`src/anticPkg.sv`:
```
/* Shared codes, mode numbers and instruction fields for the display-list translator.
   Imported by every module of the design. */
package anticPkg;

  // Code sent to the colour chip on each Fphi0 cycle
  typedef logic [3:0] anCode_t;

  localparam anCode_t anNoTx       = 4'b1000;
  localparam anCode_t anBgColor    = 4'b0000;
  localparam anCode_t anPlayfield0 = 4'b0100;
  localparam anCode_t anPlayfield1 = 4'b0101;
  localparam anCode_t anPlayfield2 = 4'b0110;

  // Instruction mode numbers found in bits 3:0
  localparam logic [3:0] modeBlank     = 4'd0;
  localparam logic [3:0] modeJump      = 4'd1;
  localparam logic [3:0] modeMapDouble = 4'd13;
  localparam logic [3:0] modeMapSingle = 4'd14;

  // Bit 6 is LMS for map modes and wait-for-vblank for jumps
  localparam int LmsBit = 6;
  localparam int JvbBit = 6;

  typedef enum logic [1:0] {
    pfNone     = 2'd0,
    pfNarrow   = 2'd1,
    pfStandard = 2'd2,
    pfWide     = 2'd3
  } pfWidth_t;

  // Screen bytes fetched per mode line for each playfield width
  localparam logic [6:0] BytesNarrow   = 7'd32;
  localparam logic [6:0] BytesStandard = 7'd40;
  localparam logic [6:0] BytesWide     = 7'd48;

  localparam int ScanLinesPerModeLine = 8;

endpackage

```
`src/anticTranslate.sv`:
```
/* Top level of the display-list translator: APB control register, sequencer and the
   two line engines, merged into a single code stream for the colour chip. */
`timescale 1ns/1ps

module anticTranslate
  import anticPkg::*;
#(
  parameter int         ScanWidth   = 320,
  parameter logic [7:0] DmaCtlReset = {6'd0, pfStandard}
) (
  input  logic        Fphi0,
  input  logic        rst,
  input  logic        psel,
  input  logic        penable,
  input  logic        pwrite,
  input  logic [3:0]  paddr,
  input  logic [7:0]  pwdata,
  output logic [7:0]  prdata,
  output logic        pready,
  output logic        pslverr,
  input  logic [7:0]  ir,
  input  logic        irRdy,
  output logic        irReq,
  input  logic        vblank,
  output logic        dlistLoad,
  output logic        dlistEnd,
  output logic [15:0] dlistAddr,
  output logic        msrLoad,
  output logic [15:0] msrAddr,
  input  logic [7:0]  msrData,
  input  logic        dataRdy,
  output logic        dataReq,
  output anCode_t     an
);

  pfWidth_t   playfieldWidth;
  logic       blankStart;
  logic       blankDone;
  logic [2:0] blankLines;
  logic       mapStart;
  logic       mapDone;
  logic       pixelDouble;
  anCode_t    blankAn;
  anCode_t    mapAn;

  dmaCtlRegs #(.DmaCtlReset(DmaCtlReset)) u_regs (
    .Fphi0, .rst, .psel, .penable, .pwrite, .paddr, .pwdata,
    .prdata, .pready, .pslverr, .playfieldWidth
  );

  dlistSequencer u_seq (
    .Fphi0, .rst, .ir, .irRdy, .vblank, .blankDone, .mapDone, .irReq,
    .dlistLoad, .dlistEnd, .msrLoad, .dlistAddr, .msrAddr,
    .blankStart, .blankLines, .mapStart, .pixelDouble
  );

  blankLineGen #(.ScanWidth(ScanWidth)) u_blank (
    .Fphi0, .rst, .blankStart, .blankLines, .an(blankAn), .blankDone
  );

  mapPixelShifter u_map (
    .Fphi0, .rst, .mapStart, .pixelDouble, .playfieldWidth, .msrData,
    .dataRdy, .dataReq, .an(mapAn), .mapDone
  );

  // Engines run one at a time and idle at anNoTx
  assign an = (blankAn != anNoTx) ? blankAn : mapAn;

endmodule

```
`src/blankLineGen.sv`:
```
/* Blank-line engine: emits background codes for every pixel of the requested
   number of mode lines, then pulses blankDone. */
`timescale 1ns/1ps

module blankLineGen
  import anticPkg::*;
#(
  parameter int ScanWidth = 320
) (
  input  logic       Fphi0,
  input  logic       rst,
  input  logic       blankStart,
  input  logic [2:0] blankLines,
  output anCode_t    an,
  output logic       blankDone
);

  localparam int MaxCodes = 8 * ScanLinesPerModeLine * ScanWidth;
  localparam int CountW   = $clog2(MaxCodes + 1);

  logic [CountW-1:0] remaining;
  logic [CountW-1:0] totalCodes;

  assign totalCodes = CountW'((int'(blankLines) + 1) * ScanLinesPerModeLine * ScanWidth);

  always_ff @(posedge Fphi0 or posedge rst) begin
    if (rst) begin
      remaining <= '0;
      blankDone <= 1'b0;
    end else begin
      // Done lands one cycle after the last background code
      blankDone <= (remaining == CountW'(1));
      if (blankStart) begin
        remaining <= totalCodes;
      end else if (remaining != '0) begin
        remaining <= remaining - 1'b1;
      end
    end
  end

  assign an = (remaining != '0) ? anBgColor : anNoTx;

endmodule

```
`src/dlistSequencer.sv`:
```
/* Display-list controller: fetches instruction and operand bytes, runs jumps and LMS
   loads, and hands blank and map instructions to the line engines. */
`timescale 1ns/1ps

module dlistSequencer
  import anticPkg::*;
(
  input  logic        Fphi0,
  input  logic        rst,
  input  logic [7:0]  ir,
  input  logic        irRdy,
  input  logic        vblank,
  input  logic        blankDone,
  input  logic        mapDone,
  output logic        irReq,
  output logic        dlistLoad,
  output logic        dlistEnd,
  output logic        msrLoad,
  output logic [15:0] dlistAddr,
  output logic [15:0] msrAddr,
  output logic        blankStart,
  output logic [2:0]  blankLines,
  output logic        mapStart,
  output logic        pixelDouble
);

  typedef enum logic [3:0] {
    sStart, sWaitIr, sJumpLo, sJumpHi, sJumpLoad, sVblank,
    sLmsLo, sLmsHi, sWaitBlank, sWaitMap
  } seqState_t;

  seqState_t  state;
  logic [3:0] mode;
  logic       jvb;
  logic [7:0] addrLo;

  assign mode = ir[3:0];

  // All strobes are registered and default low, so each lasts a single cycle
  always_ff @(posedge Fphi0 or posedge rst) begin
    if (rst) begin
      state      <= sStart;
      jvb        <= 1'b0;
      irReq      <= 1'b0;
      dlistLoad  <= 1'b0;
      dlistEnd   <= 1'b0;
      msrLoad    <= 1'b0;
      blankStart <= 1'b0;
      mapStart   <= 1'b0;
    end else begin
      irReq      <= 1'b0;
      dlistLoad  <= 1'b0;
      dlistEnd   <= 1'b0;
      msrLoad    <= 1'b0;
      blankStart <= 1'b0;
      mapStart   <= 1'b0;
      case (state)
        sStart: begin
          irReq <= 1'b1;
          state <= sWaitIr;
        end
        sWaitIr: begin
          if (irRdy) begin
            if (mode == modeBlank) begin
              blankStart <= 1'b1;
              state      <= sWaitBlank;
            end else if (mode == modeJump) begin
              jvb   <= ir[JvbBit];
              irReq <= 1'b1;
              state <= sJumpLo;
            end else if (mode == modeMapDouble || mode == modeMapSingle) begin
              if (ir[LmsBit]) begin
                irReq <= 1'b1;
                state <= sLmsLo;
              end else begin
                mapStart <= 1'b1;
                state    <= sWaitMap;
              end
            end else begin
              // Unsupported mode, drop it and fetch the next instruction
              irReq <= 1'b1;
            end
          end
        end
        sJumpLo, sLmsLo: begin
          if (irRdy) begin
            irReq <= 1'b1;
            state <= (state == sJumpLo) ? sJumpHi : sLmsHi;
          end
        end
        sJumpHi: begin
          if (irRdy) begin
            dlistLoad <= 1'b1;
            dlistEnd  <= jvb;
            state     <= sJumpLoad;
          end
        end
        sJumpLoad: begin
          if (jvb) begin
            state <= sVblank;
          end else begin
            irReq <= 1'b1;
            state <= sWaitIr;
          end
        end
        sVblank: begin
          if (vblank) begin
            jvb   <= 1'b0;
            irReq <= 1'b1;
            state <= sWaitIr;
          end
        end
        sLmsHi: begin
          if (irRdy) begin
            msrLoad  <= 1'b1;
            mapStart <= 1'b1;
            state    <= sWaitMap;
          end
        end
        sWaitBlank, sWaitMap: begin
          if ((state == sWaitBlank && blankDone) || (state == sWaitMap && mapDone)) begin
            irReq <= 1'b1;
            state <= sWaitIr;
          end
        end
        default: state <= sStart;
      endcase
    end
  end

  // Operand bytes and instruction fields
  always_ff @(posedge Fphi0) begin
    if ((state == sJumpLo || state == sLmsLo) && irRdy) begin
      addrLo <= ir;
    end
    if (state == sJumpHi && irRdy) begin
      dlistAddr <= {ir, addrLo};
    end
    if (state == sLmsHi && irRdy) begin
      msrAddr <= {ir, addrLo};
    end
    if (state == sWaitIr && irRdy) begin
      blankLines  <= ir[6:4];
      pixelDouble <= (mode == modeMapDouble);
    end
  end

endmodule

```
`src/dmaCtlRegs.sv`:
```
/* APB slave holding the DMA control register; bits 1:0 select the playfield width
   used by the map modes. Zero wait states, bad addresses answer with pslverr. */
`timescale 1ns/1ps

module dmaCtlRegs
  import anticPkg::*;
#(
  parameter logic [7:0] DmaCtlReset = {6'd0, pfStandard}
) (
  input  logic       Fphi0,
  input  logic       rst,
  input  logic       psel,
  input  logic       penable,
  input  logic       pwrite,
  input  logic [3:0] paddr,
  input  logic [7:0] pwdata,
  output logic [7:0] prdata,
  output logic       pready,
  output logic       pslverr,
  output pfWidth_t   playfieldWidth
);

  logic [7:0] dmaCtl;
  logic       access;
  logic       addrOk;

  assign access = psel && penable;
  // Only the control register at offset 0 exists
  assign addrOk = (paddr == 4'd0);

  always_ff @(posedge Fphi0 or posedge rst) begin
    if (rst) begin
      dmaCtl <= DmaCtlReset;
    end else if (access && pwrite && addrOk) begin
      dmaCtl <= pwdata;
    end
  end

  assign prdata  = (psel && addrOk) ? dmaCtl : 8'h00;
  assign pready  = 1'b1;
  assign pslverr = access && !addrOk;

  assign playfieldWidth = pfWidth_t'(dmaCtl[1:0]);

endmodule

```
`src/mapPixelShifter.sv`:
```
/* Map-mode engine: fetches one mode line of screen bytes and shifts each out as four
   2-bit pixels, MSB pair first, optionally doubled. One byte is prefetched. */
`timescale 1ns/1ps

module mapPixelShifter
  import anticPkg::*;
(
  input  logic       Fphi0,
  input  logic       rst,
  input  logic       mapStart,
  input  logic       pixelDouble,
  input  pfWidth_t   playfieldWidth,
  input  logic [7:0] msrData,
  input  logic       dataRdy,
  output logic       dataReq,
  output anCode_t    an,
  output logic       mapDone
);

  logic       active;
  logic       doubleMode;
  logic       pending;
  logic       bufValid;
  logic       loadShift;
  logic [6:0] reqLeft;
  logic [6:0] lineBytes;
  logic [3:0] pixLeft;
  logic [7:0] bufByte;
  logic [7:0] shiftByte;

  always_comb begin
    case (playfieldWidth)
      pfNarrow:   lineBytes = BytesNarrow;
      pfStandard: lineBytes = BytesStandard;
      pfWide:     lineBytes = BytesWide;
      default:    lineBytes = 7'd0;
    endcase
  end

  // Ask for the next byte as soon as the prefetch slot is free
  assign dataReq   = active && (reqLeft != 7'd0) && !pending && !bufValid;
  // Shifter takes a new byte in its last pixel cycle or when empty
  assign loadShift = (pixLeft <= 4'd1) && (bufValid || dataRdy);
  assign mapDone   = active && (reqLeft == 7'd0) && !pending && !bufValid && (pixLeft == 4'd0);

  always_ff @(posedge Fphi0 or posedge rst) begin
    if (rst) begin
      active     <= 1'b0;
      doubleMode <= 1'b0;
      reqLeft    <= 7'd0;
      pending    <= 1'b0;
      bufValid   <= 1'b0;
      pixLeft    <= 4'd0;
    end else begin
      if (mapStart) begin
        active     <= 1'b1;
        doubleMode <= pixelDouble;
        reqLeft    <= lineBytes;
      end else if (mapDone) begin
        active <= 1'b0;
      end
      if (dataReq) begin
        pending <= 1'b1;
        reqLeft <= reqLeft - 7'd1;
      end else if (dataRdy) begin
        pending <= 1'b0;
      end
      if (pixLeft != 4'd0) begin
        pixLeft <= pixLeft - 4'd1;
      end
      if (loadShift) begin
        pixLeft  <= doubleMode ? 4'd8 : 4'd4;
        bufValid <= 1'b0;
      end else if (dataRdy) begin
        bufValid <= 1'b1;
      end
    end
  end

  always_ff @(posedge Fphi0) begin
    if (loadShift) begin
      shiftByte <= bufValid ? bufByte : msrData;
    end else if (pixLeft != 4'd0 && (!doubleMode || pixLeft[0])) begin
      shiftByte <= {shiftByte[5:0], 2'b00};
    end
    if (dataRdy && !loadShift) begin
      bufByte <= msrData;
    end
  end

  always_comb begin
    an = anNoTx;
    if (pixLeft != 4'd0) begin
      case (shiftByte[7:6])
        2'd0:    an = anBgColor;
        2'd1:    an = anPlayfield0;
        2'd2:    an = anPlayfield1;
        default: an = anPlayfield2;
      endcase
    end
  end

endmodule

```
`config.mk`:
```
export PLATFORM = sky130hd
export DESIGN_NAME = anticTranslate
export DESIGN_NICKNAME = d
export VERILOG_FILES = /design/src/anticPkg.sv /design/src/anticTranslate.sv /design/src/blankLineGen.sv /design/src/dlistSequencer.sv /design/src/dmaCtlRegs.sv /design/src/mapPixelShifter.sv
export SDC_FILE = /design/constraint.sdc
export NUM_CORES = 1
export LEC_CHECK = 0
export ABC_AREA = 1
export BUFFER_PORTS_ARGS = -buffer_cell sky130_fd_sc_hd__buf_2
export CAP_MARGIN = 25
export CORE_ASPECT_RATIO = 1.2
export CORE_MARGIN = 5
export CORE_UTILIZATION = 56
export DETAILED_ROUTE_END_ITERATION = 7
export PLACE_DENSITY = 0.81
export SLEW_MARGIN = 40
export SYNTH_ARGS = -nofsm -noshare
export SYNTH_HDL_FRONTEND = slang
export SYNTH_SLANG_ARGS = --single-unit
```
`constraint.sdc`:
```
create_clock -name Fphi0 -period 2.7 [get_ports Fphi0]
set_input_delay 0.135 -clock Fphi0 [delete_from_list [all_inputs] [get_ports Fphi0]]
set_output_delay 0.135 -clock Fphi0 [all_outputs]
set_load 0.01 [all_outputs]
```
### Word level (Yosys, flattened, before mapping)

Cells that the tools add are included.

* register bits: 110
* input bits: 36
* output and inout bits: 51
* logic and storage cells: 173

* add/subtract/negate cells: 4
* multipliers: 1
* order comparisons: 1
* eq/ne operators: 28
* multiplexer cells: 63
* reductions and logical operators: 52

Operators by type and width (count)
* $mux 4: 16
* $mux 8: 4
* $pmux 4 s8: 1
* $mux 1: 31
* $mux 15: 2
* $mul 29x4->6 const B: 1
* $logic_and 1x1->1: 21
* $pmux 6 s3: 1
* $eq 4x3->1 const B: 4
* $eq 4x4->1 const B: 4
* $logic_not 4->1: 4
* $reduce_bool 2->1: 8
* $eq 15x1->1 const B: 1
* $reduce_bool 15->1: 1
* $sub 15x1->15 const B: 1
* $mux 7: 2
* $ne 2x2->1 const B: 6
* $pmux 3 s3: 1
* $eq 4x1->1 const B: 2
* $eq 4x2->1 const B: 2
* $logic_not 7->1: 1
* $reduce_and 7->1: 1
* $reduce_bool 7->1: 1
* $sub 7x1->7 const B: 1
* 17 further kinds: 32

### Longest topological paths before layout

* depth after elaboration: 9
* mapped depth: 11

### By module

A second synthesis with hierarchy kept.

* cells, all modules: 564
* area, all modules: 5461.5 µm²

Modules (own cells, without submodules)
* dlistSequencer: instances 1, cells an instance 159, area each 2068.2 µm², seq. area each 1596.5 µm²
* mapPixelShifter: instances 1, cells an instance 164, area each 1622.8 µm², seq. area each 855.8 µm²
* blankLineGen: instances 1, cells an instance 163, area each 1167.4 µm², seq. area each 400.4 µm²
* dmaCtlRegs: instances 1, cells an instance 64, area each 540.5 µm², seq. area each 201.4 µm²
* anticTranslate: instances 1, cells an instance 14, area each 62.6 µm², seq. area each 0.0 µm²

### Worst setup path before layout

No wires, ideal clock.

* path kind: register -> register
* start point: register u_seq.blankLines[0]
* end point: register u_blank.remaining[13]
* arrival time: 2.068 ns
* data required time: 2.635 ns
* setup slack: 0.567 ns
* stages on the path, launching flop included: 10
* buffers on the path: 0
* cells stage by stage: edfxtp_1 ha_1 xnor2_1 inv_1 ha_1 ha_1 inv_1 fa_1 or2_2 nand2_1

* word-level cells in the longest chain between the ends: 3

Ends and longest elaborated chain
* start: declaration: RTL line dlistSequencer.sv:22 `output logic [2:0] blankLines,`
* start signal: assignment: RTL line dlistSequencer.sv:143 `blankLines <= ir[6:4];`
* $add 3x1->4: RTL line blankLineGen.sv:24 `assign totalCodes = CountW'((int'(blankLines) + 1) * ScanLinesPerModeLine * ScanWidth);`
* $mul 29x4->6: RTL line blankLineGen.sv:24
* $mux 15: RTL line blankLineGen.sv:33 `if (blankStart) begin`
* end signal: assignment: RTL line blankLineGen.sv:34 `remaining <= totalCodes;`
* end signal: assignment: RTL line blankLineGen.sv:36 `remaining <= remaining - 1'b1;`
* end: declaration: RTL line blankLineGen.sv:21 `logic [CountW-1:0] remaining;`

Every way passes these cells.
A chain may end at the register's enable or synchronous reset.

### Final worst setup path

Ends and elaborated chain as after synthesis.

==> impl_metrics.env <==
export IMPL_insertedDiodeCount=0
export IMPL_max_freq_mhz=423.5
export IMPL_vias_in_the_first_global_route=3982
export IMPL_rsz0062_at_grt="false"
export IMPL_postCtsSetupBuffers=0
export IMPL_post_synth_cell_area_avg_um2=9.995
export IMPL_antenna_found_initial=0
export IMPL_globalRouteTotalUtil_pct=20.10
export IMPL_worst_path_buf_inv=2
export IMPL_fin_setup_tns_ns=0
export IMPL_area_growth_synth_to_final_pct=19.42
export IMPL_final_hold_vios=0
export IMPL_design_final_nets=672
export IMPL_synth_cells=506
export IMPL_run_status="finished, final reports clean"
export IMPL_ir_drop_uv=340.0
export IMPL_clock_latency_ns=0.37
export IMPL_final_layout_fill_cell_count=725
export IMPL_syn_cell_area_mm2=0.005057
export IMPL_fp_dieArea_mm2=0.01104
export IMPL_maximum_level_of_the_cts_h_tree=3
export IMPL_synth_area_leader_cell="edfxtp_1"
export IMPL_timing_slew_headroom_pct=52.96
export IMPL_timing_final_max_slew_violations=0
export IMPL_post_drt_via_cell_ratio=5.131
export IMPL_gp_congestion=0.8490
export IMPL_clock_sinks=110
export IMPL_detail_route_wirelength_um=10390
export IMPL_cts_resized_gates=0
export IMPL_post_route_cells_drive_above_1_share_pct=23.37
export IMPL_antenna_left=0
export IMPL_placement_rows=38
export IMPL_buffer_ports_inserted=85
export IMPL_overflow=0
export IMPL_finalCriticalPeriod_ns=2.361
export IMPL_post_synth_num_cell_types=38
export IMPL_timing_setup_critical_path_class="flop to flop"
export IMPL_critPathLaunch="u_seq.blankLines[0]"
export IMPL_fin_crit_sh_pct=87.45
export IMPL_mappedNetlistNets=554
export IMPL_worstHoldPathType="input port to flop"
export IMPL_crit_slowest_cell="edfxtp_1"
export IMPL_synth_area_top_cells="edfxtp_1, dfrtp_1, nand2_1"
export IMPL_synth_warning_count=0
export IMPL_number_of_register_bits_inferred_by_synthesis=110
export IMPL_critical_path_cell_chain="ha_1 > xnor2_1 > inv_1 > ha_1 > ha_1 > inv_1 > fa_1 > or2_2 > nand2_1"
export IMPL_core_area_mm2=0.008939
export IMPL_multi_input_comb_area_mm2=0.001678
export IMPL_max_stage_delay_ns=0.47
export IMPL_worst_hold_startpoint="ir[6]"
export IMPL_maximum_number_of_pins_on_one_net_before_global_route_repair=51
export IMPL_synth_edf_count=60
export IMPL_final_seq_area_mm2=0.003054
export IMPL_finalSetupViolCount=0
export IMPL_critPathRequiredTime_ns=3.01
export IMPL_synth_seq_area_share_pct=60.39
export IMPL_drt_pass1_iterations=6
export IMPL_hpwl_um=7475
export IMPL_drc_viols=0
export IMPL_timing_critical_path_arrival_ns=2.67
export IMPL_vias=3843
export IMPL_cp_max_fo=4
export IMPL_min_path_cells=1
export IMPL_clock_path_buffers=2
export IMPL_wl_per_cell_um=13.87
export IMPL_r2r_start="u_seq.blankLines[0]"
export IMPL_worst_r2r_setup_slack_ns=0.34
export IMPL_skew_ns=0.007949
export IMPL_synthArstFlopShare_pct=45.45
export IMPL_power_leakage_uw=0.002902
export IMPL_ioPinCount=87
export IMPL_horizontal_die_dimension_um=96.75
export IMPL_total_power_uw=4003
export IMPL_cts_buffers_inserted=9
export IMPL_dieHeight_um=114.1
export IMPL_drv_cap=0
export IMPL_critical_path_most_common_cell="ha_1"
export IMPL_tritoncts="yes"
export IMPL_worstSetupPathDepth=9
export IMPL_hold_slack_ns=0.05403
export IMPL_grt_pass1_wl_um=17890
export IMPL_transition_time_of_the_tightest_slew_check_pin_ns=0.7030
export IMPL_clk_pin_slew_worst_paths_ns=0.10
export IMPL_detailedRoute_firstIterationViolations=143
export IMPL_synth_top_cell_area_share_pct=35.63
export IMPL_timing_critical_path_max_delay_family="adder cells"
export IMPL_power_density_mw_per_mm2=662.8
export IMPL_ys_dominant_reg_cell="edfxtp_1"
export IMPL_timing_critical_path_to_type="flop"
export IMPL_start_kind="flop"
export IMPL_initial_core_util_pct=56.58
export IMPL_cts_root_buffer="clkbuf_8"
export IMPL_worst_r2r_path_depth=9
[synth_stat cells (2+ instances only)]
library cell	number
nand3_2	2
nand2_1	113
inv_2	5
o22ai_1	4
xnor2_1	6
nor2_1	63
dfrtp_1	49
xor2_1	7
nand3_1	25
o31ai_2	6
nand2_2	6
buf_6	4
or2_2	4
ha_1	11
buf_2	2
nand4_1	7
o21ai_1	12
nor2_2	11
nor2_4	3
edfxtp_1	60
o211ai_1	4
o21ai_0	15
inv_1	59
a21oi_1	9
nor3_1	6
[per-layer routing]
layer  part of all wire (%)  global-route usage [%]
met4                    2.5                   8.521
met3                    4.3                   3.717
met5                      0                       0
met1                     40                   23.72
met2                     53                   36.14
[report_power, final]
group          total, uW  leakage, uW  switching [uW]  internal (uW)
sequential          2150      0.00119             129           2020
clock                903    0.0000789             558            345
combinational        949      0.00163             576            373
[sequential cells by signal (all words and copies together) (netlist names), 7 cells and up]
signal,cells
u_regs.dmaCtl,8
u_seq.addrLo,8
u_blank.remaining,15
u_map.reqLeft,7
u_map.bufByte,8
u_seq.msrAddr,16
u_map.shiftByte,8
u_seq.dlistAddr,16
[metrics by stage]
step / util, % / instances / setup WS [ns] / instance area, um2
2_1_floorplan: - / 506 / 0.5674 / 5057
3_3_place_gp: 62.61 / 707 / 0.5287 / 5597
3_5_place_dp: 62.64 / 707 / 0.3583 / 5599
4_1_cts: 67.57 / 749 / 0.3272 / 6040
5_1_grt: 67.57 / 749 / 0.1630 / 6040
6_report: 67.57 / 749 / 0.3390 / 6040
[cell usage in the layout, fill, tap and decap left out, types with 2 or more instances in the layout]
master and instances:
xor2_1 7, buf_2 85, dfrtp_1 49, nand3_2 2, nand2_2 6, nor2_1 63
clkbuf_8 9, nor2_4 3, dlygate4sd3_1 26, clkinvlp_4 4, or2_2 4, inv_4 2
o21ai_0 15, inv_2 5, ha_1 11, nand4_1 7, buf_4 4, o211ai_1 4
o21ai_1 12, nor2_2 11, nor3_1 6, o31ai_2 6, inv_1 58, xnor2_1 6
o22ai_1 4, inv_6 4, nand3_1 25, edfxtp_1 60, a21oi_1 9, nand2_1 113
[repair_timing]
action / CTS / global route
endpoints found under the hold margin: 88 / 0
setup endpoints to repair: 0 / 0
hold buffers: 26 / 0
[layout make-up]
type / instances / share of cell area [%]
clock buffers: 9 / 2.051
clock inverters: 7 / 0.9323
inverters: 67 / 4.330
multi-input cells: 321 / 27.78
flip-flops and latches: 110 / 50.57
well taps: 120 / 2.486
repair buffers: 115 / 11.85
[worst paths after layout]
check                                        endpoint
worst max-delay path            u_blank.remaining[13]
worst min-delay path              u_seq.blankLines[2]
worst max register to register  u_blank.remaining[13]
worst min register to register     u_seq.dlistAddr[1]
max in group asynchronous       u_blank.remaining[10]
min in group asynchronous                   u_seq.jvb
[kinds of logic after synthesis]
| family | share of synthesized area [%] |
|---|---|
| other | 0.07415 |
| buffers and inverters | 6.432 |
| xor gates and xnor gates | 2.251 |
| AOI/OAI and AO/OA | 6.408 |
| DFF | 60.39 |
| and+or+nand+nor | 21.33 |
| adders and majority gates | 3.117 |
Note: power is estimated with default switching activity, not from simulation.
